===== src/design/rv_consts.svh =====
`ifndef RV_CONSTS_SVH
`define RV_CONSTS_SVH

// Major opcodes
`define F7_ITYPE    7'b0010011
`define F7_IW       7'b0011011
`define F7_RTYPE    7'b0110011
`define F7_RW       7'b0111011
`define F7_JAL      7'b1101111
`define F7_JALR     7'b1100111
`define F7_BTYPE    7'b1100011
`define F7_AUIPC    7'b0010111
`define F7_LUI      7'b0110111
`define F7_LD       7'b0000011
`define F7_SD       7'b0100011

// funct3 for integer ops
`define F3_ADD_SUB  3'b000
`define F3_SLL      3'b001
`define F3_SLT      3'b010
`define F3_SLTU     3'b011
`define F3_XOR      3'b100
`define F3_SR       3'b101
`define F3_OR       3'b110
`define F3_AND      3'b111
`define F3_ADD_SUBW 3'b000
`define F3_SLLW     3'b001
`define F3_SRW      3'b101

// funct3 for branches
`define F3_BEQ      3'b000
`define F3_BNE      3'b001
`define F3_BLT      3'b100
`define F3_BGE      3'b101
`define F3_BLTU     3'b110
`define F3_BGEU     3'b111

`define F6_LOGIC    6'b000000
`define F6_ARITH    6'b010000
`define F7_R_ADD    7'b0000000
`define F7_R_SUB    7'b0100000

`define RESET_PC    64'h0000_0000_8000_0000

`endif


===== src/design/rvTypes_pkg.sv =====
package rvTypes_pkg;

    typedef logic [63:0] u64;    // Register or data word
    typedef logic [31:0] u32;    // Instruction word
    typedef logic [5:0]  u6;     // funct6 field
    typedef logic [4:0]  regIdx_t;

    typedef enum logic [3:0] {
        ADD  = 4'd0,
        SUB  = 4'd1,
        XOR  = 4'd2,
        OR   = 4'd3,
        AND  = 4'd4,
        SCMP = 4'd5,    // Signed less-than
        CMP  = 4'd6,    // Unsigned less-than
        LS   = 4'd7,
        RS   = 4'd8,
        SRS  = 4'd9,
        RSW  = 4'd10,   // Immediate word shifts
        SRSW = 4'd11,
        SRLW = 4'd12,   // Register word shifts
        SRAW = 4'd13,
        SLLW = 4'd14
    } aluFunc_t;

    typedef enum logic [2:0] {
        NONE  = 3'd0,
        ITYPE = 3'd1,
        RTYPE = 3'd2,
        STYPE = 3'd3,
        BTYPE = 3'd4,
        UTYPE = 3'd5,
        JTYPE = 3'd6
    } opType_t;

    typedef enum logic [2:0] {
        BRANCH_NONE = 3'd0,
        BRANCH_BEQ  = 3'd1,
        BRANCH_BNE  = 3'd2,
        BRANCH_BLT  = 3'd3,
        BRANCH_BGE  = 3'd4,
        BRANCH_BLTU = 3'd5,
        BRANCH_BGEU = 3'd6
    } branch_t;

    // log2 of the access width in bytes
    typedef enum logic [1:0] {
        MSIZE1 = 2'd0,
        MSIZE2 = 2'd1,
        MSIZE4 = 2'd2,
        MSIZE8 = 2'd3
    } msize_t;

    typedef struct packed {
        opType_t    op;
        aluFunc_t   alufunc;
        branch_t    branch;
        logic       regWrite;
        logic       selectA;        // PC as operand A
        logic       selectB;        // Immediate as operand B
        logic       extAluOut;      // Sign-extend low word of result
        logic       pcTarget;       // JALR
        logic [1:0] wbSelect;       // 00 alu, 01 mem, 10 pc+4, 11 imm
        logic [1:0] memRw;          // 01 read, 10 write
        msize_t     msize;
        logic       mem_unsigned;
    } control_t;

endpackage


===== src/design/writeBack.sv =====
module writeBack (
    input  rvTypes_pkg::control_t ctl,
    input  rvTypes_pkg::u64       aluOut,
    input  rvTypes_pkg::u64       pcPlus4,
    input  rvTypes_pkg::u64       imm,
    input  rvTypes_pkg::u64       loadData,
    output rvTypes_pkg::u64       wbData
);
    rvTypes_pkg::u64 shifted;
    rvTypes_pkg::u64 loadVal;
    logic            uns;

    // Byte lane of the address moves to bit 0
    assign shifted = loadData >> {aluOut[2:0], 3'b000};
    assign uns     = ctl.mem_unsigned;

    always_comb begin
        unique case (ctl.msize)
            rvTypes_pkg::MSIZE1: loadVal = {{56{~uns & shifted[7]}}, shifted[7:0]};
            rvTypes_pkg::MSIZE2: loadVal = {{48{~uns & shifted[15]}}, shifted[15:0]};
            rvTypes_pkg::MSIZE4: loadVal = {{32{~uns & shifted[31]}}, shifted[31:0]};
            default:             loadVal = shifted;
        endcase
    end

    always_comb begin
        unique case (ctl.wbSelect)
            2'b01:   wbData = loadVal;
            2'b10:   wbData = pcPlus4;      // Link address
            2'b11:   wbData = imm;
            default: wbData = aluOut;
        endcase
    end

endmodule


===== config.mk =====
export PLATFORM = sky130hd
export DESIGN_NAME = writeBack
export DESIGN_NICKNAME = d
export VERILOG_FILES = /design/src/design/rv_consts.svh /design/src/design/rvTypes_pkg.sv /design/src/design/writeBack.sv
export SDC_FILE = /design/constraint.sdc
export NUM_CORES = 1
export LEC_CHECK = 0
export ABC_AREA = 1
export BUFFER_PORTS_ARGS = -buffer_cell sky130_fd_sc_hd__buf_2
export CAP_MARGIN = 20
export CELL_PAD_IN_SITES_DETAIL_PLACEMENT = 1
export CELL_PAD_IN_SITES_GLOBAL_PLACEMENT = 1
export CORE_ASPECT_RATIO = 0.7
export CORE_UTILIZATION = 25
export DETAILED_ROUTE_END_ITERATION = 7
export PLACE_DENSITY_LB_ADDON = 0.1
export SLEW_MARGIN = 30
export SYNTH_ARGS = -nofsm -noshare
export SYNTH_HDL_FRONTEND = slang
export SYNTH_SLANG_ARGS = --single-unit

===== constraint.sdc =====
create_clock -name vclk -period 1.6
set_clock_uncertainty 0.2 [all_clocks]
set_input_delay 0.08 -clock vclk [all_inputs]
set_output_delay 0.08 -clock vclk [all_outputs]
set_load 0.02 [all_outputs]

==> results.yml <==
run_status:
  status: "finished, violations left"
  violations: "setup timing"
floorplanning:
  die_h_um: 114.9
  core_area_mm2: 0.01747
  initial_core_util: 0.2607
  row_count: 40
  fp.dieW_um: 163.3
  io_pins: 342
  die_area_mm2: 0.01877
sta:
  hold_ws_ps: 272.9
  finalMaxSlewViolations: 0
  layout_setup_ws_ps: -241.0
  period_share: 1.151
  period_needed_ps: 1841
  worstMarginPinSlew_ps: 426.2
  hold_viol: 0
  relSlewSlack: 0.7158
  fmax_mhz: 543.2
  setup_viol: 62
  grt_setup_unrepaired: "yes"
final_layout:
  seq_cell_count: 0
  multi_input_area_mm2: 0.004705
  fill_cells: 2461
  n_clock_buffer: 0
  nNetsFinal: 1607
  seq_area_um2: 0
  final_common_cell: "nand2_1"
  drive_above_1_share: 0.4665
  final_cell_mix: "nand2_1 (339), buf_2 (267), nand3_1 (198)"
  stdcell_count: 1558
  area_delta_synth_final_pct: 90.74
  diodes: 0
route:
  totalWireLength_mm: 29.04
  drtIter0Drc: 561
  drc: 0
  first_pass_iters: 5
  wl_per_cell_um: 18.64
  vias: 8115
  ant_nets: 0
  viasPerCell: 5.209
power:
  leakage_nw: 4.641
  clkPwrFrac: 0
  powerDensity_mw_per_mm2: 340.7
  p_int_mw: 1.339
  power_frac_seq: 0
  netSwitchingPower_mw: 1.620
  switching_share: 0.5475
  pwr-share-comb: 1.000
  vdd_drop_max_v: 0.0001374
critical_path:
  critPathKind: "input port to output pin"
  crit_path_top_delay_cell: "o211ai_1"
  worstPathCellList: "buf_12, clkbuf_16, buf_4, nand2_1, o21ai_1, o211ai_1, nand3_1, nand2_1, nand2_1, nand3b_1, buf_6"
  setup.worst_path.start_class: "input port"
  crit_fanout: 4
  cpMostUsedCell: "nand2_1"
  worst_ep_arrival_time_ps: 1560
  cp_data_required_time_ps: 1320
  max_stage_delay_ps: 350
  end_kind: "output pin"
grt:
  antenna_found_initial: 1
  grt_pass1_vias: 8142
  grt_start_max_net_pins: 95
  grt_pass1_wl_mm: 43.02
  gr-usage-all-layers: 0.2876
  gr-total-overflow: 0
place:
  dp.cells: 1526
  place_ws_ps: -389.4
  place.port_buffers: 325
  gp_congestion: 0.8660
  hpwl_mm: 21.59
logic_synthesis:
  syn_avg_cell_area_um2: 4.681
  synth-simple-area-share: 0.6698
  synth-compound-area-share: 0.1728
  ys_seq_area_frac: 0
  syn_nets: 1251
  synth_cell_types: 28
  yosys_warnings: 0
  synthCells: 973
  synth_xor_area_frac: 0
  yosys.area_share.adder: 0
  netlist_area_mm2: 0.004554
  muxShareOfSynthArea: 0
  synth_top_family_by_area: "simple AND/OR/NAND/NOR gates"
min_path:
  min_path_type: "input port to output pin"
job:
  drv_cap: 0
==> critical path: cells and delay by family <==
| kind | cells | cell delay, ps |
|---|---|---|
| AOI/OAI and AO/OA | 2 | 430 |
| and+or+nand+nor | 5 | 500 |
| buffers and inverters | 4 | 550 |
==> final timing paths <==
| path | start | to | slack (ps) | depth (start not counted) |
|---|---|---|---|---|
| max | aluOut[0] | wbData[29] | -240 | 11 |
| min | aluOut[37] | wbData[37] | 270 | 4 |
==> synth_stat cells (2+ instances only) <==
| cell type | number | share of area |
|---|---|---|
| inv_4 | 2 | 0.0027 |
| buf_4 | 8 | 0.013 |
| a21oi_1 | 16 | 0.018 |
| o21ai_0 | 26 | 0.029 |
| nand2_1 | 386 | 0.32 |
| nand2_2 | 2 | 0.0027 |
| nor2_1 | 4 | 0.0033 |
| clkbuf_1 | 48 | 0.040 |
| or2_2 | 2 | 0.0027 |
| inv_1 | 60 | 0.049 |
| buf_1 | 8 | 0.0066 |
| o21ai_1 | 30 | 0.033 |
| o21bai_1 | 32 | 0.053 |
| and2_0 | 2 | 0.0027 |
| nand2_4 | 2 | 0.0049 |
| o211ai_1 | 24 | 0.040 |
| buf_6 | 8 | 0.020 |
| nand4_1 | 11 | 0.015 |
| nand3b_1 | 16 | 0.026 |
| buf_2 | 19 | 0.021 |
| and2_1 | 6 | 0.0082 |
| nand3_1 | 255 | 0.28 |
==> logic make-up (layout without fill, tap and decap cells) <==
logic type	Yosys count	after routing
compound gates	129	129
buf+inv	155	509
simple gates	689	689
==> power by group through the flow <==
stage          sequential, mW  combinational, mW  clock (mW)
2_1_floorplan               0               1.22           0
3_3_place_gp                0               2.22           0
3_5_place_dp                0               2.25           0
4_1_cts                     0               2.72           0
5_1_grt                     0               3.16           0
6_report                    0               2.96           0
==> through the flow <==
stage                     setup TNS, ps  cell area (um2)  total power, mW    util
after floorplan                       0             4554            1.218       -
after global placement           -15120             6915            2.224  0.3959
after detailed placement         -16960             6915            2.251  0.3959
after CTS                         -8209             8090            2.717  0.4632
after global routing             -13880             8687            3.162  0.4974
final                             -9273             8687            2.959  0.4974
==> routing by layer <==
layer | vias up | global-route usage | part of all wire
met5 | - | 0 | 0.00045
met4 | 2 | 0.05857 | 0.019
met3 | 40 | 0.03752 | 0.063
met2 | 298 | 0.4977 | 0.48
met1 | 3822 | 0.3804 | 0.44
li1 | 3953 | - | -
==> cell type report <==
type | instances | area share
repair buffers | 446 | 0.3959
multi-input cells | 818 | 0.5416
inverters | 63 | 0.02924
well taps | 231 | 0.03327
==> timing repair <==
action,CTS,global route
hold buffers,0,0
pin swaps,66,59
gates resized for setup,236,111
gates cloned,7,4
hold endpoints to repair,0,0
buffers inserted,12,11
endpoints found under the setup margin,63,63
Power figures use the tool's default switching activity.
