$ cat src/design/rv_consts.svh
`ifndef RV_CONSTS_SVH
`define RV_CONSTS_SVH

// Major opcodes
`define F7_ITYPE    7'b0010011
`define F7_IW       7'b0011011
`define F7_RTYPE    7'b0110011
`define F7_RW       7'b0111011
`define F7_JAL      7'b1101111
`define F7_JALR     7'b1100111
`define F7_BTYPE    7'b1100011
`define F7_AUIPC    7'b0010111
`define F7_LUI      7'b0110111
`define F7_LD       7'b0000011
`define F7_SD       7'b0100011

// funct3 for integer ops
`define F3_ADD_SUB  3'b000
`define F3_SLL      3'b001
`define F3_SLT      3'b010
`define F3_SLTU     3'b011
`define F3_XOR      3'b100
`define F3_SR       3'b101
`define F3_OR       3'b110
`define F3_AND      3'b111
`define F3_ADD_SUBW 3'b000
`define F3_SLLW     3'b001
`define F3_SRW      3'b101

// funct3 for branches
`define F3_BEQ      3'b000
`define F3_BNE      3'b001
`define F3_BLT      3'b100
`define F3_BGE      3'b101
`define F3_BLTU     3'b110
`define F3_BGEU     3'b111

`define F6_LOGIC    6'b000000
`define F6_ARITH    6'b010000
`define F7_R_ADD    7'b0000000
`define F7_R_SUB    7'b0100000

`define RESET_PC    64'h0000_0000_8000_0000

`endif

$ cat src/design/rvTypes_pkg.sv
package rvTypes_pkg;

    typedef logic [63:0] u64;    // Register or data word
    typedef logic [31:0] u32;    // Instruction word
    typedef logic [5:0]  u6;     // funct6 field
    typedef logic [4:0]  regIdx_t;

    typedef enum logic [3:0] {
        ADD  = 4'd0,
        SUB  = 4'd1,
        XOR  = 4'd2,
        OR   = 4'd3,
        AND  = 4'd4,
        SCMP = 4'd5,    // Signed less-than
        CMP  = 4'd6,    // Unsigned less-than
        LS   = 4'd7,
        RS   = 4'd8,
        SRS  = 4'd9,
        RSW  = 4'd10,   // Immediate word shifts
        SRSW = 4'd11,
        SRLW = 4'd12,   // Register word shifts
        SRAW = 4'd13,
        SLLW = 4'd14
    } aluFunc_t;

    typedef enum logic [2:0] {
        NONE  = 3'd0,
        ITYPE = 3'd1,
        RTYPE = 3'd2,
        STYPE = 3'd3,
        BTYPE = 3'd4,
        UTYPE = 3'd5,
        JTYPE = 3'd6
    } opType_t;

    typedef enum logic [2:0] {
        BRANCH_NONE = 3'd0,
        BRANCH_BEQ  = 3'd1,
        BRANCH_BNE  = 3'd2,
        BRANCH_BLT  = 3'd3,
        BRANCH_BGE  = 3'd4,
        BRANCH_BLTU = 3'd5,
        BRANCH_BGEU = 3'd6
    } branch_t;

    // log2 of the access width in bytes
    typedef enum logic [1:0] {
        MSIZE1 = 2'd0,
        MSIZE2 = 2'd1,
        MSIZE4 = 2'd2,
        MSIZE8 = 2'd3
    } msize_t;

    typedef struct packed {
        opType_t    op;
        aluFunc_t   alufunc;
        branch_t    branch;
        logic       regWrite;
        logic       selectA;        // PC as operand A
        logic       selectB;        // Immediate as operand B
        logic       extAluOut;      // Sign-extend low word of result
        logic       pcTarget;       // JALR
        logic [1:0] wbSelect;       // 00 alu, 01 mem, 10 pc+4, 11 imm
        logic [1:0] memRw;          // 01 read, 10 write
        msize_t     msize;
        logic       mem_unsigned;
    } control_t;

endpackage

$ cat src/design/immGen.sv
module immGen (
    input  rvTypes_pkg::u32       instr,
    input  rvTypes_pkg::control_t ctl,
    output rvTypes_pkg::u64       imm
);
    logic sign;

    assign sign = instr[31];

    always_comb begin
        unique case (ctl.op)
            rvTypes_pkg::ITYPE:
                imm = {{52{sign}}, instr[31:20]};
            rvTypes_pkg::STYPE:
                imm = {{52{sign}}, instr[31:25], instr[11:7]};
            rvTypes_pkg::BTYPE:
                imm = {{51{sign}}, instr[31], instr[7], instr[30:25], instr[11:8], 1'b0};
            rvTypes_pkg::UTYPE:
                imm = {{32{sign}}, instr[31:12], 12'b0};
            rvTypes_pkg::JTYPE:
                imm = {{43{sign}}, instr[31], instr[19:12], instr[20], instr[30:21], 1'b0};
            default:
                imm = '0;   // R-type has no immediate
        endcase
    end

endmodule

$ cat config.mk
export PLATFORM = sky130hd
export DESIGN_NAME = immGen
export DESIGN_NICKNAME = d
export VERILOG_FILES = /design/src/design/rv_consts.svh /design/src/design/rvTypes_pkg.sv /design/src/design/immGen.sv
export SDC_FILE = /design/constraint.sdc
export NUM_CORES = 1
export LEC_CHECK = 0
export BUFFER_PORTS_ARGS = -buffer_cell sky130_fd_sc_hd__clkbuf_2
export CAP_MARGIN = 25
export CORE_UTILIZATION = 31
export DETAILED_ROUTE_END_ITERATION = 6
export PLACE_DENSITY = 0.9
export REMOVE_ABC_BUFFERS = 1
export SYNTH_ARGS = -nofsm -noshare
export SYNTH_HDL_FRONTEND = slang
export SYNTH_SLANG_ARGS = --single-unit
$ cat constraint.sdc
create_clock -name vclk -period 2.8
set_input_delay 0.42 -clock vclk [all_inputs]
set_output_delay 0.42 -clock vclk [all_outputs]
set_load 0.005 [all_outputs]
==> results of run 1 <==
==> power by group through the flow <==
stage | Clock (W) | Sequential (W) | Combinational (W)
after CTS | 0 | 0 | 0.000207
after global placement | 0 | 0 | 0.000203
after detailed placement | 0 | 0 | 0.000206
after global routing | 0 | 0 | 0.000223
final | 0 | 0 | 0.000204
after floorplan | 0 | 0 | 0.0000849
==> layer usage <==
| layer | track usage | wire length, um |
|---|---|---|
| met3 | 0.00446 | 225 |
| met2 | 0.271 | 1260 |
| met5 | 0 | 0 |
| met1 | 0.152 | 990 |
| met4 | 0.00680 | 0 |
==> placed cells by master, fill, tap and decap left out, types with 2 or more instances in the layout <==
cell | Yosys | routed
o221ai_2 | 5 | 5
nand4b_1 | 11 | 11
o221ai_1 | 3 | 3
nand3_1 | 11 | 11
clkbuf_2 | 0 | 92
mux2i_1 | 18 | 18
buf_4 | 37 | 4
nand2_1 | 8 | 8
o22ai_1 | 4 | 4
and2_1 | 6 | 6
nand2b_1 | 2 | 2
==> through the flow <==
| stage | instances | utilization | total power [W] |
|---|---|---|---|
| 5_1_grt | 203 | 0.404 | 0.000223 |
| 3_3_place_gp | 203 | 0.404 | 0.000203 |
| 3_5_place_dp | 203 | 0.404 | 0.000206 |
| 2_1_floorplan | 76 | - | 0.0000849 |
| 4_1_cts | 203 | 0.404 | 0.000207 |
| 6_report | 203 | 0.404 | 0.000204 |
==> cells in the mapped netlist <==
master / count / area [um^2]
a31oi_1: 1 / 6.26
and2_1: 6 / 37.5
buf_2: 5 / 25.0
buf_4: 37 / 278
buf_6: 4 / 45.0
mux2i_1: 18 / 180
nand2_1: 8 / 30.0
nand2b_1: 2 / 12.5
nand2b_4: 1 / 13.8
nand3_1: 11 / 55.1
nand3b_1: 1 / 7.51
nand3b_4: 1 / 20.0
nand4b_1: 11 / 96.3
nor2_1: 1 / 3.75
o21ai_0: 1 / 5.00
o21ai_1: 1 / 5.00
o221ai_1: 3 / 26.3
o221ai_2: 5 / 75.1
o22ai_1: 4 / 25.0
xor2_2: 1 / 16.3
==> cell families after synthesis <==
logic type	after synthesis	share of synthesized area
AOI/OAI and AO/OA	15	0.148
and+or+nand+nor	42	0.287
buffers and inverters	46	0.361
xor gates and xnor gates	1	0.0169
muxes	18	0.187
==> final timing paths <==
kind                  start      end  slack (ns)  cells past startpoint
setup / recovery    ctl[19]  imm[62]        0.67                      5
hold / removal    instr[29]   imm[9]        1.13                      3
==> layout make-up <==
cell class / instances / share of cell area
multi-input cells: 76 / 0.540
well taps: 31 / 0.0337
repair buffers: 96 / 0.426
==> results by group, run 1 <==
Worst setup path
  • Largest delay contributor family on the critical path: buffers and inverters
  • Critical path fanouts, max: 22
  • Crit start category: primary input
  • Crit path cell chain: clkbuf_2 > o21ai_0 > a31oi_2 > buf_4 > clkbuf_2
  • Buf/Inv on CP: 3
  • CP max-delay cell: a31oi_2
  • Critical path class: in -> out
  • Critical Path AT: 1.71 ns
  • Most used cell, CP: clkbuf_2
  • Required time worst endpoint: 2.38 ns
  • Max incr delay on CP: 0.41 ns
  • Crit. End Element: primary output

Die
  • Die Y: 57.7 um
  • Die area: 3330 um^2
  • Initial core utilization: 0.338
  • I/O pins: 118
  • Core Rows: 19
  • Die W: 57.7 um
  • Core area: 2850 um^2

Finish
  • Area grow syn2layout: 19.5%
  • # nets final: 228
  • Seq cells: 0
  • Diodes inserted: 0
  • Filler cells: 321
  • Area of the multi-input gates: 622 um^2
  • Register area: 0 um^2
  • Share of layout cells above drive strength 1: 0.610
  • # clk buffers: 0
  • Design area: 1150 um^2

Run
  • Max Cap Viol: 0

STA
  • Final setup viols: 0
  • Hold_ws: 1.13 ns
  • Final setup TNS: 0 ns
  • Worst Tran Pin Value: 0.459 ns
  • Final Hold Fails: 0
  • Period utilisation layout: 0.762
  • RSZ-0062 raised after global routing: no
  • Achievable Freq: 469 MHz
  • Max_slew headroom: 0.693
  • Final WS setup: 0.666 ns
  • Fin crit period: 2.13 ns
  • Slew Limit Fails: 0

Routing
  • Remaining DRCs: 4
  • Via count: 1068
  • Post-Route WL: 2470 um
  • DR pass1 iterations: 7
  • Post-DR vias/cell: 5.26
  • Routed wire per std cell: 12.2 um
  • DRT iter0 DRCs: 60
  • Post-route ant nets: 0

Power and ir drop
  • P_leak: 0.692 nW
  • Switching Share: 0.508
  • Clock group share of total power: 0
  • Worst VDD drop: 0.0672 mV
  • Pint: 0.000100 W
  • Reg power frac: 0
  • P per Cell Area: 177 nW/um^2
  • Switch Pwr: 0.000103 W
  • Combinational Power Share: 1.000

Global route
  • GRT Total Usage: 0.130
  • Vias in the first global route: 894
  • Initial antenna violation count: 0
  • Global-route wire length before repair: 3680 um
  • Total grt overflow: 0
  • Pin count of the biggest net entering global routing: 25

Clock tree
  • Post-CTS Setup Bufs: 0
  • Post-CTS Hold Buffers: 0
  • CTS-repair resized insts: 0

Logic synthesis
  • Mapped Area: 963 um^2
  • Distinct cell type count after synthesis: 20
  • Yosys warns: 0
  • Cells after Synth: 122
  • Register area share after synthesis: 0
  • Syn avg cell area: 7.90 um^2

Placement
  • GP Congestion: 0.632
  • DP Wirelength: 1920 um
  • Placed Area: 1150 um^2
  • Port bufs: 92
  • DP Worst Slack: 0.628 ns

Run status
  • Failing checks: DRC
  • Status: complete, but fails checks

Min path
  • HP Class: in -> out
(Power assumes the default switching activity.)
==> inputs of run 2 (changes only) <==
- CORE_UTILIZATION: 31 -> 35
- PLACE_DENSITY: 0.9 -> 0.95
- clock period: 2.8 -> 2 ns (I/O delays scaled with it)
==> run 2 against run 1 <==
Net effect: largest cell class unchanged; combinational power is 41% higher; via count is 1.6% lower; the run now ends clean; wire length is 1.8% lower; sequential cell count stayed put; clock-buffer cell count stayed put; sequential share of layout area stayed put; first-iteration DRC count is 80% lower; worst setup slack worse by 0.30 ns; largest power group unchanged; hold slack worse by 0.24 ns; non-clock buffer count is 2 higher.
==> results by group, run 2 (same netlist as run 1, synthesis figures left out) <==
Run status
  • Status: completed (was complete, but fails checks)

Die
  • Die area: 2970 um^2 (was 3330 um^2)
  • Die Y: 54.5 um (was 57.7 um)
  • I/O pins: 118 (unchanged)
  • Initial core utilization: 0.379 (was 0.338)
  • Core area: 2540 um^2 (was 2850 um^2)
  • Die W: 54.5 um (was 57.7 um)
  • Core Rows: 18 (was 19)

Finish
  • # nets final: 230 (was 228)
  • Commonest non-fill, non-tap cell in the layout: clkbuf_2 (unchanged)
  • Register area: 0 um^2 (unchanged)
  • Core Util, Final: 0.458 (was 0.404)
  • Share of layout cells above drive strength 1: 0.615 (was 0.610)
  • Filler cells: 271 (was 321)
  • Diodes inserted: 0 (unchanged)
  • Most frequent cells in the layout: clkbuf_2, mux2i_1, nand4b_1, nand3_1, nand2_1 (unchanged)
  • Area grow syn2layout: 20.9% (was 19.5%)
  • # clk buffers: 0 (unchanged)
  • Seq cells: 0 (unchanged)
  • Layout Cells excl Fill: 204 (was 203)

Global route
  • Global-route wire length before repair: 3310 um (was 3680 um)
  • GRT Total Usage: 0.146 (was 0.130)
  • Total grt overflow: 0 (unchanged)
  • Initial antenna violation count: 0 (unchanged)
  • Vias in the first global route: 827 (was 894)
  • Pin count of the biggest net entering global routing: 34 (was 25)

Worst setup path
  • Most used cell, CP: clkbuf_2 (unchanged)
  • Crit. End Element: primary output (unchanged)
  • Critical path class: in -> out (unchanged)
  • Max incr delay on CP: 0.29 ns (was 0.41 ns)
  • Critical Path AT: 1.34 ns (was 1.71 ns)
  • Crit start category: primary input (unchanged)
  • CP max-delay cell: buf_4 (was a31oi_2)
  • Required time worst endpoint: 1.70 ns (was 2.38 ns)
  • Critical path fanouts, max: 33 (was 22)
  • Crit path cell chain: clkbuf_2 > o21ai_0 > a31oi_2 > buf_4 > clkbuf_2 (unchanged)

Power and ir drop
  • P per Cell Area: 247 nW/um^2 (was 177 nW/um^2)
  • Design Power: 0.000288 W (was 0.000204 W)
  • Worst VDD drop: 0.106 mV (was 0.0672 mV)
  • Pint: 0.000143 W (was 0.000100 W)
  • Combinational Power Share: 1.000 (about the same)
  • Clock group share of total power: 0 (about the same)
  • Switch Pwr: 0.000145 W (was 0.000103 W)
  • Switching Share: 0.504 (was 0.508)
  • P_leak: 0.702 nW (was 0.692 nW)
  • Reg power frac: 0 (about the same)

Placement
  • DP Wirelength: 1890 um (was 1920 um)
  • Dpl cells: 204 (was 203)
  • Port bufs: 92 (unchanged)
  • DP Worst Slack: 0.366 ns (was 0.628 ns)
  • GP Congestion: 0.725 (was 0.632)

STA
  • Worst Tran Pin Value: 0.416 ns (was 0.459 ns)
  • Max_slew headroom: 0.723 (was 0.693)
  • Fin crit period: 1.64 ns
  • RSZ-0062 raised after global routing: no (unchanged)
  • Slew Limit Fails: 0 (unchanged)
  • Period utilisation layout: 0.819
  • Final Hold Fails: 0 (unchanged)
  • Final setup viols: 0 (unchanged)
  • Achievable Freq: 611 MHz
  • Final WS setup: 0.362 ns (was 0.666 ns)

Clock tree
  • CTS-repair resized insts: 0 (unchanged)
  • Post-CTS Hold Buffers: 0 (unchanged)
  • Post-CTS Setup Bufs: 0 (unchanged)

Routing
  • Post-route ant nets: 0 (unchanged)
  • Post-Route WL: 2430 um (was 2470 um)
  • DRT iter0 DRCs: 12 (was 60)
  • Via count: 1051 (was 1068)
  • Remaining DRCs: 0 (was 4)
  • DR pass1 iterations: 4 (was 7)
  • Routed wire per std cell: 11.9 um (was 12.2 um)
  • Post-DR vias/cell: 5.15 (was 5.26)

Min path
  • WHS Path Cells: 3 (unchanged)
  • Hold Path Sink: imm[9] (unchanged)
  • Min-delay src: instr[29] (unchanged)
  • HP Class: in -> out (unchanged)

Run
  • Max Cap Viol: 0 (unchanged)
==> run 2: power by group through the flow <==
stage          Clock (W)  Combinational, W  Sequential (W)
2_1_floorplan          0          0.000119               0
3_3_place_gp           0          0.000284               0
3_5_place_dp           0          0.000290               0
4_1_cts                0          0.000292               0
5_1_grt                0          0.000320               0
6_report               0          0.000288               0
==> run 2: area by class of cell <==
type               count  area, um^2  area share
multi-input cells     76         622       0.534
repair buffers        98         505       0.434
well taps             30        37.5      0.0322
==> run 2: worst max-delay path by stage <==
stage / start / endpoint / slack (ns) / cells past startpoint
after global placement: ctl[19] / imm[31] / 0.38 / 5
after floorplan: ctl[19] / imm[31] / -1.28 / 1
final: ctl[19] / imm[55] / 0.36 / 5
after global routing: ctl[19] / imm[43] / 0.25 / 5
after CTS: ctl[19] / imm[55] / 0.35 / 5
after detailed placement: ctl[19] / imm[55] / 0.37 / 5
==> run 2: worst max-delay path, delay by kind of cell <==
kind                   cells  cell delay [ns]
buffers and inverters      3             0.72
AOI/OAI and AO/OA          2             0.30
==> run 2: per-layer routing <==
| layer | global-route usage | wire [um] | up-vias |
|---|---|---|---|
| met3 | 0.0111 | 225 | 0 |
| met4 | 0.0128 | 0 | 0 |
| li1 | - | - | 519 |
| met5 | 0 | 0 | - |
| met2 | 0.325 | 1280 | 59 |
| met1 | 0.142 | 925 | 473 |
==> run 2: stage by stage <==
stage               hold slack, ns  instance area, um^2  setup TNS, ns
floorplan                    0.710                  616         -42.24
global placement             0.894                 1160              0
detailed placement           0.897                 1160              0
CTS                          0.898                 1160              0
global route                 0.917                 1160              0
finish                       0.891                 1160              0
