--- config.mk ---
export PLATFORM = sky130hd
export DESIGN_NAME = decoder
export DESIGN_NICKNAME = d
export VERILOG_FILES = /design/src/design/rvTypes_pkg.sv /design/src/design/decoder.sv
export VERILOG_INCLUDE_DIRS = /design/src /design/src/design
export SDC_FILE = /design/constraint.sdc
export NUM_CORES = 1
export LEC_CHECK = 0
export BUFFER_PORTS_ARGS = -buffer_cell sky130_fd_sc_hd__buf_2
export CORE_MARGIN = 1
export CORE_UTILIZATION = 25
export DETAILED_ROUTE_END_ITERATION = 10
export GPL_TIMING_DRIVEN = 0
export SYNTH_ARGS = -nofsm -noshare
export SYNTH_HDL_FRONTEND = slang
export SYNTH_SLANG_ARGS = --single-unit
--- constraint.sdc ---
create_clock -name vclk -period 1.95
set_clock_uncertainty 0.15 [all_clocks]
set_input_delay 0.2925 -clock vclk [all_inputs]
set_output_delay 0.2925 -clock vclk [all_outputs]
set_load 0.03 [all_outputs]
--- src/design/rv_consts.svh ---
`ifndef RV_CONSTS_SVH
`define RV_CONSTS_SVH

// Major opcodes
`define F7_ITYPE    7'b0010011
`define F7_IW       7'b0011011
`define F7_RTYPE    7'b0110011
`define F7_RW       7'b0111011
`define F7_JAL      7'b1101111
`define F7_JALR     7'b1100111
`define F7_BTYPE    7'b1100011
`define F7_AUIPC    7'b0010111
`define F7_LUI      7'b0110111
`define F7_LD       7'b0000011
`define F7_SD       7'b0100011

// funct3 for integer ops
`define F3_ADD_SUB  3'b000
`define F3_SLL      3'b001
`define F3_SLT      3'b010
`define F3_SLTU     3'b011
`define F3_XOR      3'b100
`define F3_SR       3'b101
`define F3_OR       3'b110
`define F3_AND      3'b111
`define F3_ADD_SUBW 3'b000
`define F3_SLLW     3'b001
`define F3_SRW      3'b101

// funct3 for branches
`define F3_BEQ      3'b000
`define F3_BNE      3'b001
`define F3_BLT      3'b100
`define F3_BGE      3'b101
`define F3_BLTU     3'b110
`define F3_BGEU     3'b111

`define F6_LOGIC    6'b000000
`define F6_ARITH    6'b010000
`define F7_R_ADD    7'b0000000
`define F7_R_SUB    7'b0100000

`define RESET_PC    64'h0000_0000_8000_0000

`endif

--- src/design/rvTypes_pkg.sv ---
package rvTypes_pkg;

    typedef logic [63:0] u64;    // Register or data word
    typedef logic [31:0] u32;    // Instruction word
    typedef logic [5:0]  u6;     // funct6 field
    typedef logic [4:0]  regIdx_t;

    typedef enum logic [3:0] {
        ADD  = 4'd0,
        SUB  = 4'd1,
        XOR  = 4'd2,
        OR   = 4'd3,
        AND  = 4'd4,
        SCMP = 4'd5,    // Signed less-than
        CMP  = 4'd6,    // Unsigned less-than
        LS   = 4'd7,
        RS   = 4'd8,
        SRS  = 4'd9,
        RSW  = 4'd10,   // Immediate word shifts
        SRSW = 4'd11,
        SRLW = 4'd12,   // Register word shifts
        SRAW = 4'd13,
        SLLW = 4'd14
    } aluFunc_t;

    typedef enum logic [2:0] {
        NONE  = 3'd0,
        ITYPE = 3'd1,
        RTYPE = 3'd2,
        STYPE = 3'd3,
        BTYPE = 3'd4,
        UTYPE = 3'd5,
        JTYPE = 3'd6
    } opType_t;

    typedef enum logic [2:0] {
        BRANCH_NONE = 3'd0,
        BRANCH_BEQ  = 3'd1,
        BRANCH_BNE  = 3'd2,
        BRANCH_BLT  = 3'd3,
        BRANCH_BGE  = 3'd4,
        BRANCH_BLTU = 3'd5,
        BRANCH_BGEU = 3'd6
    } branch_t;

    // log2 of the access width in bytes
    typedef enum logic [1:0] {
        MSIZE1 = 2'd0,
        MSIZE2 = 2'd1,
        MSIZE4 = 2'd2,
        MSIZE8 = 2'd3
    } msize_t;

    typedef struct packed {
        opType_t    op;
        aluFunc_t   alufunc;
        branch_t    branch;
        logic       regWrite;
        logic       selectA;        // PC as operand A
        logic       selectB;        // Immediate as operand B
        logic       extAluOut;      // Sign-extend low word of result
        logic       pcTarget;       // JALR
        logic [1:0] wbSelect;       // 00 alu, 01 mem, 10 pc+4, 11 imm
        logic [1:0] memRw;          // 01 read, 10 write
        msize_t     msize;
        logic       mem_unsigned;
    } control_t;

endpackage

--- src/design/decoder.sv ---
`include "rv_consts.svh"

module decoder (
    input  rvTypes_pkg::u32       instr,
    output rvTypes_pkg::control_t ctl
);
    logic [6:0]     opcode;
    logic [2:0]     funct3;
    logic [6:0]     funct7;
    rvTypes_pkg::u6 funct6;

    assign opcode = instr[6:0];
    assign funct3 = instr[14:12];
    assign funct7 = instr[31:25];
    assign funct6 = instr[31:26];  // RV64 shifts use a 6-bit shamt

    always_comb begin
        ctl = '0;
        unique case (opcode)
            `F7_ITYPE, `F7_RTYPE: begin
                ctl.op       = (opcode == `F7_ITYPE) ? rvTypes_pkg::ITYPE : rvTypes_pkg::RTYPE;
                ctl.regWrite = 1'b1;
                ctl.selectB  = (opcode == `F7_ITYPE);
                unique case (funct3)
                    `F3_ADD_SUB: begin
                        // Only register form has a SUB variant
                        if (opcode == `F7_RTYPE && funct7 == `F7_R_SUB)
                            ctl.alufunc = rvTypes_pkg::SUB;
                        else
                            ctl.alufunc = rvTypes_pkg::ADD;
                    end
                    `F3_XOR:  ctl.alufunc = rvTypes_pkg::XOR;
                    `F3_OR:   ctl.alufunc = rvTypes_pkg::OR;
                    `F3_AND:  ctl.alufunc = rvTypes_pkg::AND;
                    `F3_SLT:  ctl.alufunc = rvTypes_pkg::SCMP;
                    `F3_SLTU: ctl.alufunc = rvTypes_pkg::CMP;
                    `F3_SLL:  ctl.alufunc = rvTypes_pkg::LS;
                    `F3_SR: begin
                        unique case (funct6)
                            `F6_LOGIC: ctl.alufunc = rvTypes_pkg::RS;
                            `F6_ARITH: ctl.alufunc = rvTypes_pkg::SRS;
                            default:   ctl = '0;
                        endcase
                    end
                    default: ctl = '0;
                endcase
            end
            `F7_IW: begin
                ctl.op        = rvTypes_pkg::ITYPE;
                ctl.regWrite  = 1'b1;
                ctl.selectB   = 1'b1;
                ctl.extAluOut = 1'b1;
                unique case (funct3)
                    `F3_ADD_SUBW: ctl.alufunc = rvTypes_pkg::ADD;
                    `F3_SLLW:     ctl.alufunc = rvTypes_pkg::LS;   // Low word is exact
                    `F3_SRW: begin
                        unique case (funct6)
                            `F6_LOGIC: ctl.alufunc = rvTypes_pkg::RSW;
                            `F6_ARITH: ctl.alufunc = rvTypes_pkg::SRSW;
                            default:   ctl = '0;
                        endcase
                    end
                    default: ctl = '0;
                endcase
            end
            `F7_RW: begin
                ctl.op        = rvTypes_pkg::RTYPE;
                ctl.regWrite  = 1'b1;
                ctl.extAluOut = 1'b1;
                unique case (funct3)
                    `F3_ADD_SUBW: begin
                        unique case (funct7)
                            `F7_R_ADD: ctl.alufunc = rvTypes_pkg::ADD;
                            `F7_R_SUB: ctl.alufunc = rvTypes_pkg::SUB;
                            default:   ctl = '0;
                        endcase
                    end
                    `F3_SLLW: ctl.alufunc = rvTypes_pkg::SLLW;
                    `F3_SRW: begin
                        unique case (funct6)
                            `F6_LOGIC: ctl.alufunc = rvTypes_pkg::SRLW;
                            `F6_ARITH: ctl.alufunc = rvTypes_pkg::SRAW;
                            default:   ctl = '0;
                        endcase
                    end
                    default: ctl = '0;
                endcase
            end
            `F7_JAL: begin
                ctl.op       = rvTypes_pkg::JTYPE;
                ctl.regWrite = 1'b1;
                ctl.wbSelect = 2'b10;
            end
            `F7_JALR: begin
                ctl.op       = rvTypes_pkg::ITYPE;
                ctl.pcTarget = 1'b1;
                ctl.regWrite = 1'b1;
                ctl.selectB  = 1'b1;
                ctl.wbSelect = 2'b10;
            end
            `F7_BTYPE: begin
                ctl.op      = rvTypes_pkg::BTYPE;
                ctl.alufunc = rvTypes_pkg::SUB;
                unique case (funct3)
                    `F3_BEQ:  ctl.branch = rvTypes_pkg::BRANCH_BEQ;
                    `F3_BNE:  ctl.branch = rvTypes_pkg::BRANCH_BNE;
                    `F3_BLT:  ctl.branch = rvTypes_pkg::BRANCH_BLT;
                    `F3_BGE:  ctl.branch = rvTypes_pkg::BRANCH_BGE;
                    `F3_BLTU: ctl.branch = rvTypes_pkg::BRANCH_BLTU;
                    `F3_BGEU: ctl.branch = rvTypes_pkg::BRANCH_BGEU;
                    default:  ctl = '0;
                endcase
            end
            `F7_AUIPC: begin
                ctl.op       = rvTypes_pkg::UTYPE;
                ctl.regWrite = 1'b1;
                ctl.selectA  = 1'b1;
                ctl.selectB  = 1'b1;
            end
            `F7_LUI: begin
                ctl.op       = rvTypes_pkg::UTYPE;
                ctl.regWrite = 1'b1;
                ctl.wbSelect = 2'b11;
            end
            `F7_LD, `F7_SD: begin
                ctl.op           = (opcode == `F7_LD) ? rvTypes_pkg::ITYPE : rvTypes_pkg::STYPE;
                ctl.regWrite     = (opcode == `F7_LD);
                ctl.selectB      = 1'b1;
                ctl.wbSelect     = (opcode == `F7_LD) ? 2'b01 : 2'b00;
                ctl.memRw        = (opcode == `F7_LD) ? 2'b01 : 2'b10;
                ctl.msize        = rvTypes_pkg::msize_t'(funct3[1:0]);
                ctl.mem_unsigned = funct3[2];
                // No unsigned doubleword load, no unsigned stores
                if (funct3 == 3'b111 || (opcode == `F7_SD && funct3[2]))
                    ctl = '0;
            end
            default: ctl = '0;
        endcase
    end

endmodule

==> metrics.csv, run 1 <==
stage,metric,value,unit
detailed_routing,antenna_left,0,
detailed_routing,dr.first_iter.drc_count,14,
floorplanning,initial_utilization,27.3,%
setup_path,required,1510,ps
cells_and_area,fin_nets,186,
detailed_routing,routed_wl,2760,um
cells_and_area,fillers,223,
status,status,"complete, but fails checks",
sta,setup_viol,9,
floorplanning,coreArea,2300,um^2
power,p_sw_share,55.2,%
placement,gp_congestion,0.876,
setup_path,crit_path_end_kind,output port,
setup_path,worstPathArrival,1770,ps
detailed_routing,dr.pass1.iters,4,
cells_and_area,postLayoutCoreUtil,56.4,%
yosys,synth_area_leader_cell,nor2_1,
grt,gr-total-overflow,0,
yosys,syn_inst,102,
detailed_routing,vias,1023,
yosys,postSynthAreaPerCell,6.16,um^2
grt,grt_pass1_vias,901,
setup_path,critPathMaxFanout,2,
setup_path,cp.buffers_inverters,2,
cells_and_area,seq_cell_count,0,
min_path,hp-class,input pin to output port,
floorplanning,die_w,52.1,um
detailed_routing,remaining_drc_errors,0,
setup_path,path_common_cell,buf_6,
yosys,yosys.cell_types.count,42,
yosys,syn_nets,134,
cells_and_area,syn2layout_area_growth,106,%
sta,rsz0062_at_grt,true,
floorplanning,ioPinCount,54,
grt,grt_max_degree,11,
sta,layout_min_cycle_time,2210,ps
power,p_int,0.0806,mW
cells_and_area,drive_gt1_share,61.8,%
yosys,synth_commonest_cells,"nor2_1 (11), o21ai_0 (7), inv_1 (6)",
yosys,ys_seq_area_share,0,%
cells_and_area,final.clkbuf_count,0,
yosys,synth_area,628,um^2
power,power_frac_comb,100.0,%
placement,numPortBuffers,38,
setup_path,worstPathCellList,buf_6 -> or2_4 -> or3_4 -> or4_4 -> o2111ai_4 -> buf_6,
setup_path,crit_type,input pin to output port,
setup_path,max_stage_delay,530,ps
placement,dpl_worst_slack,-476,ps
power,leakagePower,0.561,nW
power,ir_drop,0.0824,mV
detailed_routing,vias_per_cell,5.68,
grt,grt_pass1_wl,4110,um
power,p_sw,0.0993,mW
sta,slew_violations,0,
sta,period_share,113,%
setup_path,cp_slowest_cell,or4_4,
grt,grt.total_usage,19.5,%
cells_and_area,multi_input_area,777,um^2
cells_and_area,regArea,0,um^2
floorplanning,row_count,17,
sta,final.setup.worst_slack,-259,ps
floorplanning,die-area,2720,um^2
sta,relSlewSlack,72.7,%
cells_and_area,antennaDiodeCount,0,
sta,finalHoldViolCount,0,
yosys,yosys_warnings,0,
sta,timing.fmax,0.453,GHz
grt,antenna_found_initial,0,
sta,tightestPinTransition,409,ps
grt,grt_use_met2,35.3,%
detailed_routing,avgRoutedWirePerCell,15.3,um
grt,use_met1,25.4,%
yosys,yosysMostFrequentCell,nor2_1,
sta,tns,-1120,ps
yosys,synth_top_cell_area_share,6.57,%
setup_path,start_kind,input pin,
power,seqPwrFrac,0,%
flow_run,max_cap_viol_count,0,
grt,use_met3,2.05,%
status,violations,negative setup slack,
yosys,synth.area.top_cells,"nor2_1 (6.6%), o21ai_0 (5.6%), o41ai_1 (4.2%)",
power,power_density,139,nW/um^2
grt,top_usage_layer,met2,
setup_path,cp_top_family,simple AND/OR/NAND/NOR gates,
power,clock_power_share,0,%
placement,dp_hpwl,1740,um
floorplanning,die_h,52.1,um
-- placed cells by master, fill, tap and decap left out, drive strengths merged, types with 2 or more instances in the layout --
cell	count
and2	4
nand4b	2
o41ai	3
nor2	11
nand2	5
nor3	5
or4	3
clkbuf	6
nor2b	2
o211ai	2
or2	3
nand3	4
buf	52
a21oi	5
nand2b	4
and4b	2
or3	5
inv	6
o21ai	8
o311ai	2
-- power groups by stage --
stage                     clock (mW)  combinational (mW)  sequential, mW
after floorplan                    0              0.0757               0
after global placement             0               0.118               0
after detailed placement           0               0.120               0
after CTS                          0               0.145               0
after global routing               0               0.192               0
final                              0               0.180               0
-- through the flow --
stage / hold slack (ps) / cell area (um^2) / total power, mW / instances
after global routing: 870 / 1300 / 0.192 / 180
after detailed placement: 809 / 916 / 0.120 / 168
after CTS: 813 / 1090 / 0.145 / 174
after global placement: 815 / 916 / 0.118 / 168
final: 840 / 1300 / 0.180 / 180
after floorplan: 650 / 691 / 0.0757 / 102
-- final cells by class --
cell class         instances  area share [%]
plain buffers              6            3.38
multi-input cells         88            59.9
repair buffers            52            32.2
well taps                 28            2.70
inverters                  6            1.74
-- metal layers --
layer,vias up,share of wire [%]
met5,-,0
met4,0,0
met3,0,5.6
met2,38,50
met1,488,44
li1,497,-
-- cells by family (layout without fill, tap and decap cells) --
group	after synthesis	count (layout)	synth area share, %
AND/OR/NAND/NOR	56	56	52.6
buffers and inverters	14	64	10.2
XOR/XNOR	1	1	1.39
AO/OA/AOI/OAI	31	31	35.9
-- worst paths after layout --
path / slack (ps) / depth (start not counted) / to / startpoint
worst min-delay path: 840 / 3 / ctl[10] / instr[5]
worst max-delay path: -260 / 6 / ctl[15] / instr[26]
-- repair_timing --
| action | 4_1_cts | 5_1_grt |
|---|---|---|
| buffers inserted | 8 | 6 |
| pin swaps | 12 | 11 |
| resized for setup | 36 | 49 |
| endpoints found under the setup margin | 18 | 20 |
| hold buffers | 0 | 0 |
Power figures use the tool's default switching activity.
==> run 2: changes to the inputs <==
Settings changed: ABC_AREA set to 1.
==> run 2 against run 1 <==
  * The flow now finishes without violations
  * Cell count rose by 12%
  * Hold slack got worse by 52 ps
  * Setup slack better by 370 ps
  * Critical path depth is 5 higher
  * Synthesized area down 2.4%
  * Routed wire length decreased by 33%
  * Design area shrank 33%
  * Flip-flop and latch count is the same
  * Fmax up 20%
  * Combinational power is 43% lower
  * Clock-buffer cell count unchanged
  * Power fell by 43%
  * Critical path type unchanged
  * Largest cell class unchanged
==> metrics.csv, run 2 <==
stage,metric,value,unit,change
status,status,finished clean,,"was complete, but fails checks"
power,p_int,0.0343,mW,was 0.0806 mW
power,power_frac_comb,100.0,%,about the same
sta,relSlewSlack,82.9,%,was 72.7%
power,clock_power_share,0,%,about the same
grt,grt_pass1_vias,724,,was 901
min_path,hold_depth,3,,unchanged
grt,grt.total_usage,14.0,%,was 19.5%
yosys,synth_area_leader_cell,nand2_1,,was nor2_1
power,finalPower,0.102,mW,was 0.180 mW
setup_path,worstPathArrival,1390,ps,was 1770 ps
placement,dp_hpwl,1640,um,was 1740 um
sta,setup_viol,0,,was 9
power,p_sw_share,66.4,%,was 55.2%
cells_and_area,layout_commonest_cell,buf_2,,was buf_4
detailed_routing,vias,932,,was 1023
clocking,post_cts_buffers,0,,was 8
power,ir_drop,0.0677,mV,was 0.0824 mV
floorplanning,coreArea,2250,um^2,was 2300 um^2
yosys,syn_inst,134,,was 102
yosys,synth_top_cell_area_share,22.7,%,was 6.57%
min_path,hp-class,input pin to output port,,unchanged
yosys,synth.area.top_cells,"nand2_1 (23%), nor2_1 (20%), nand3_1 (14%)",,"was nor2_1 (6.6%), o21ai_0 (5.6%), o41ai_1 (4.2%)"
detailed_routing,avgRoutedWirePerCell,9.20,um,was 15.3 um
cells_and_area,seq_cell_count,0,,unchanged
power,seqPwrFrac,0,%,about the same
sta,rsz0062_at_grt,false,,was true
setup_path,start_kind,input pin,,unchanged
grt,top_usage_layer,met2,,unchanged
setup_path,crit_start,instr[14],,was instr[26]
sta,tns,0,ps,was -1120 ps
floorplanning,die_h,51.5,um,was 52.1 um
grt,use_met1,21.1,%,was 25.4%
power,power_density,117,nW/um^2,was 139 nW/um^2
floorplanning,row_count,17,,unchanged
power,p_sw,0.0678,mW,was 0.0993 mW
detailed_routing,vias_per_cell,4.64,,was 5.68
cells_and_area,mostFrequentLayoutCells,"buf_2 (39), nand2_1 (36), nor2_1 (30)",,"was buf_4 (18), buf_6 (17), buf_2 (16)"
cells_and_area,syn2layout_area_growth,41.8,%,was 106%
yosys,yosysMostFrequentCell,nand2_1,,was nor2_1
cells_and_area,final.clkbuf_count,0,,unchanged
yosys,yosys.cell_types.count,19,,was 42
detailed_routing,antenna_left,0,,unchanged
sta,slew_violations,0,,unchanged
grt,use_met3,0.585,%,was 2.05%
cells_and_area,fin_nets,207,,was 186
yosys,postSynthAreaPerCell,4.58,um^2,was 6.16 um^2
yosys,yosys_warnings,0,,unchanged
setup_path,crit_path_end,ctl[20],,was ctl[15]
yosys,synth_area,613,um^2,was 628 um^2
placement,numPortBuffers,39,,was 38
yosys,ys_seq_area_share,0,%,unchanged
power,leakagePower,0.578,nW,was 0.561 nW
floorplanning,die-area,2650,um^2,was 2720 um^2
cells_and_area,multi_input_area,549,um^2,was 777 um^2
sta,finalHoldViolCount,0,,unchanged
placement,gp_congestion,0.846,,was 0.876
cells_and_area,regArea,0,um^2,unchanged
grt,grt_use_met2,22.9,%,was 35.3%
cells_and_area,fillers,264,,was 223
yosys,synth_commonest_cells,"nand2_1 (37), nor2_1 (32), inv_1 (17), nand3_1 (17)",,"was nor2_1 (11), o21ai_0 (7), inv_1 (6)"
sta,timing.fmax,0.544,GHz,was 0.453 GHz
setup_path,crit_path_end_kind,output port,,unchanged
setup_path,required,1510,ps,about the same
floorplanning,ioPinCount,54,,unchanged
detailed_routing,routed_wl,1850,um,was 2760 um
grt,gr-total-overflow,0,,unchanged
sta,period_share,94.2,%,was 113%
grt,antenna_found_initial,0,,unchanged
flow_run,max_cap_viol_count,0,,unchanged
cells_and_area,drive_gt1_share,37.0,%,was 61.8%
sta,tightestPinTransition,257,ps,was 409 ps
setup_path,critPathMaxFanout,10,,was 2
detailed_routing,remaining_drc_errors,0,,unchanged
detailed_routing,dr.pass1.iters,4,,unchanged
grt,grt_pass1_wl,3030,um,was 4110 um
sta,layout_min_cycle_time,1840,ps,was 2210 ps
floorplanning,initial_utilization,27.2,%,was 27.3%
grt,grt_max_degree,11,,unchanged
floorplanning,die_w,51.5,um,was 52.1 um
sta,fin_hold_ws,789,ps,was 840 ps
detailed_routing,dr.first_iter.drc_count,23,,was 14
cells_and_area,antennaDiodeCount,0,,unchanged
setup_path,crit_type,input pin to output port,,unchanged
yosys,syn_nets,166,,was 134
==> run 2: changes by cell type after synthesis, sizes merged, moves of 4 or more <==
cell	change
nand3	+16
inv	+15
clkbuf	-4
or3	-5
nand2	+36
nand2b	-4
and2	-4
o21ai	-5
nor2	+26
==> run 2: cell type report <==
type               instances  area share, %
inverters                 21           9.06
plain buffers              1           1.29
repair buffers            39           22.4
multi-input cells        112           63.2
well taps                 28           4.03
==> run 2: kinds of logic after synthesis <==
family,Yosys count,synth area share (%)
AND/OR/NAND/NOR,104,77.8
buffers and inverters,22,14.7
AO/OA/AOI/OAI,8,7.55
==> run 2: worst min path at each step <==
| stage | from | end | slack (ps) |
|---|---|---|---|
| after floorplan | instr[12] | ctl[12] | 550 |
| after CTS | instr[12] | ctl[12] | 790 |
| after global placement | instr[12] | ctl[12] | 780 |
| final | instr[12] | ctl[12] | 790 |
| after global routing | instr[12] | ctl[12] | 820 |
| after detailed placement | instr[12] | ctl[12] | 790 |
==> run 2: metrics by stage <==
step / setup slack, ps / instance area, um^2 / utilization, % / cells
floorplan: 59.4 / 613 / - / 134
global placement: 19.9 / 843 / 37.4 / 201
detailed placement: 41.5 / 843 / 37.4 / 201
CTS: 38.6 / 843 / 37.4 / 201
global route: 4.40 / 870 / 38.6 / 201
finish: 113 / 870 / 38.6 / 201
==> run 2: power by group through the flow <==
stage	Clock, mW	Sequential, mW	Combinational, mW
final	0	0	0.102
after global routing	0	0	0.115
after CTS	0	0	0.0979
after detailed placement	0	0	0.0977
after global placement	0	0	0.0966
after floorplan	0	0	0.0595
==> run 2: repair_timing <==
action                                 in CTS  in global routing
setup endpoints to repair                   0                 11
gates resized for setup                     0                  7
hold buffers                                0                  0
endpoints found under the hold margin       0                  0
==> run 2: critical path: stages <==
cell     delay, ps
buf_2           90
buf_6          120
nand2_1         90
nor2_2         120
nand3_2        140
nand2_2        100
nand2_2         60
nand2_2         70
nor2_1          50
nand2_1         50
buf_2          200
==> run 2: layer usage <==
layer / vias up / share of wire [%] / routed length, um
li1: 498 / - / -
met1: 402 / 50 / 922
met2: 32 / 43 / 802
met3: 0 / 6.7 / 124
met4: 0 / 0 / 0
met5: - / 0 / 0
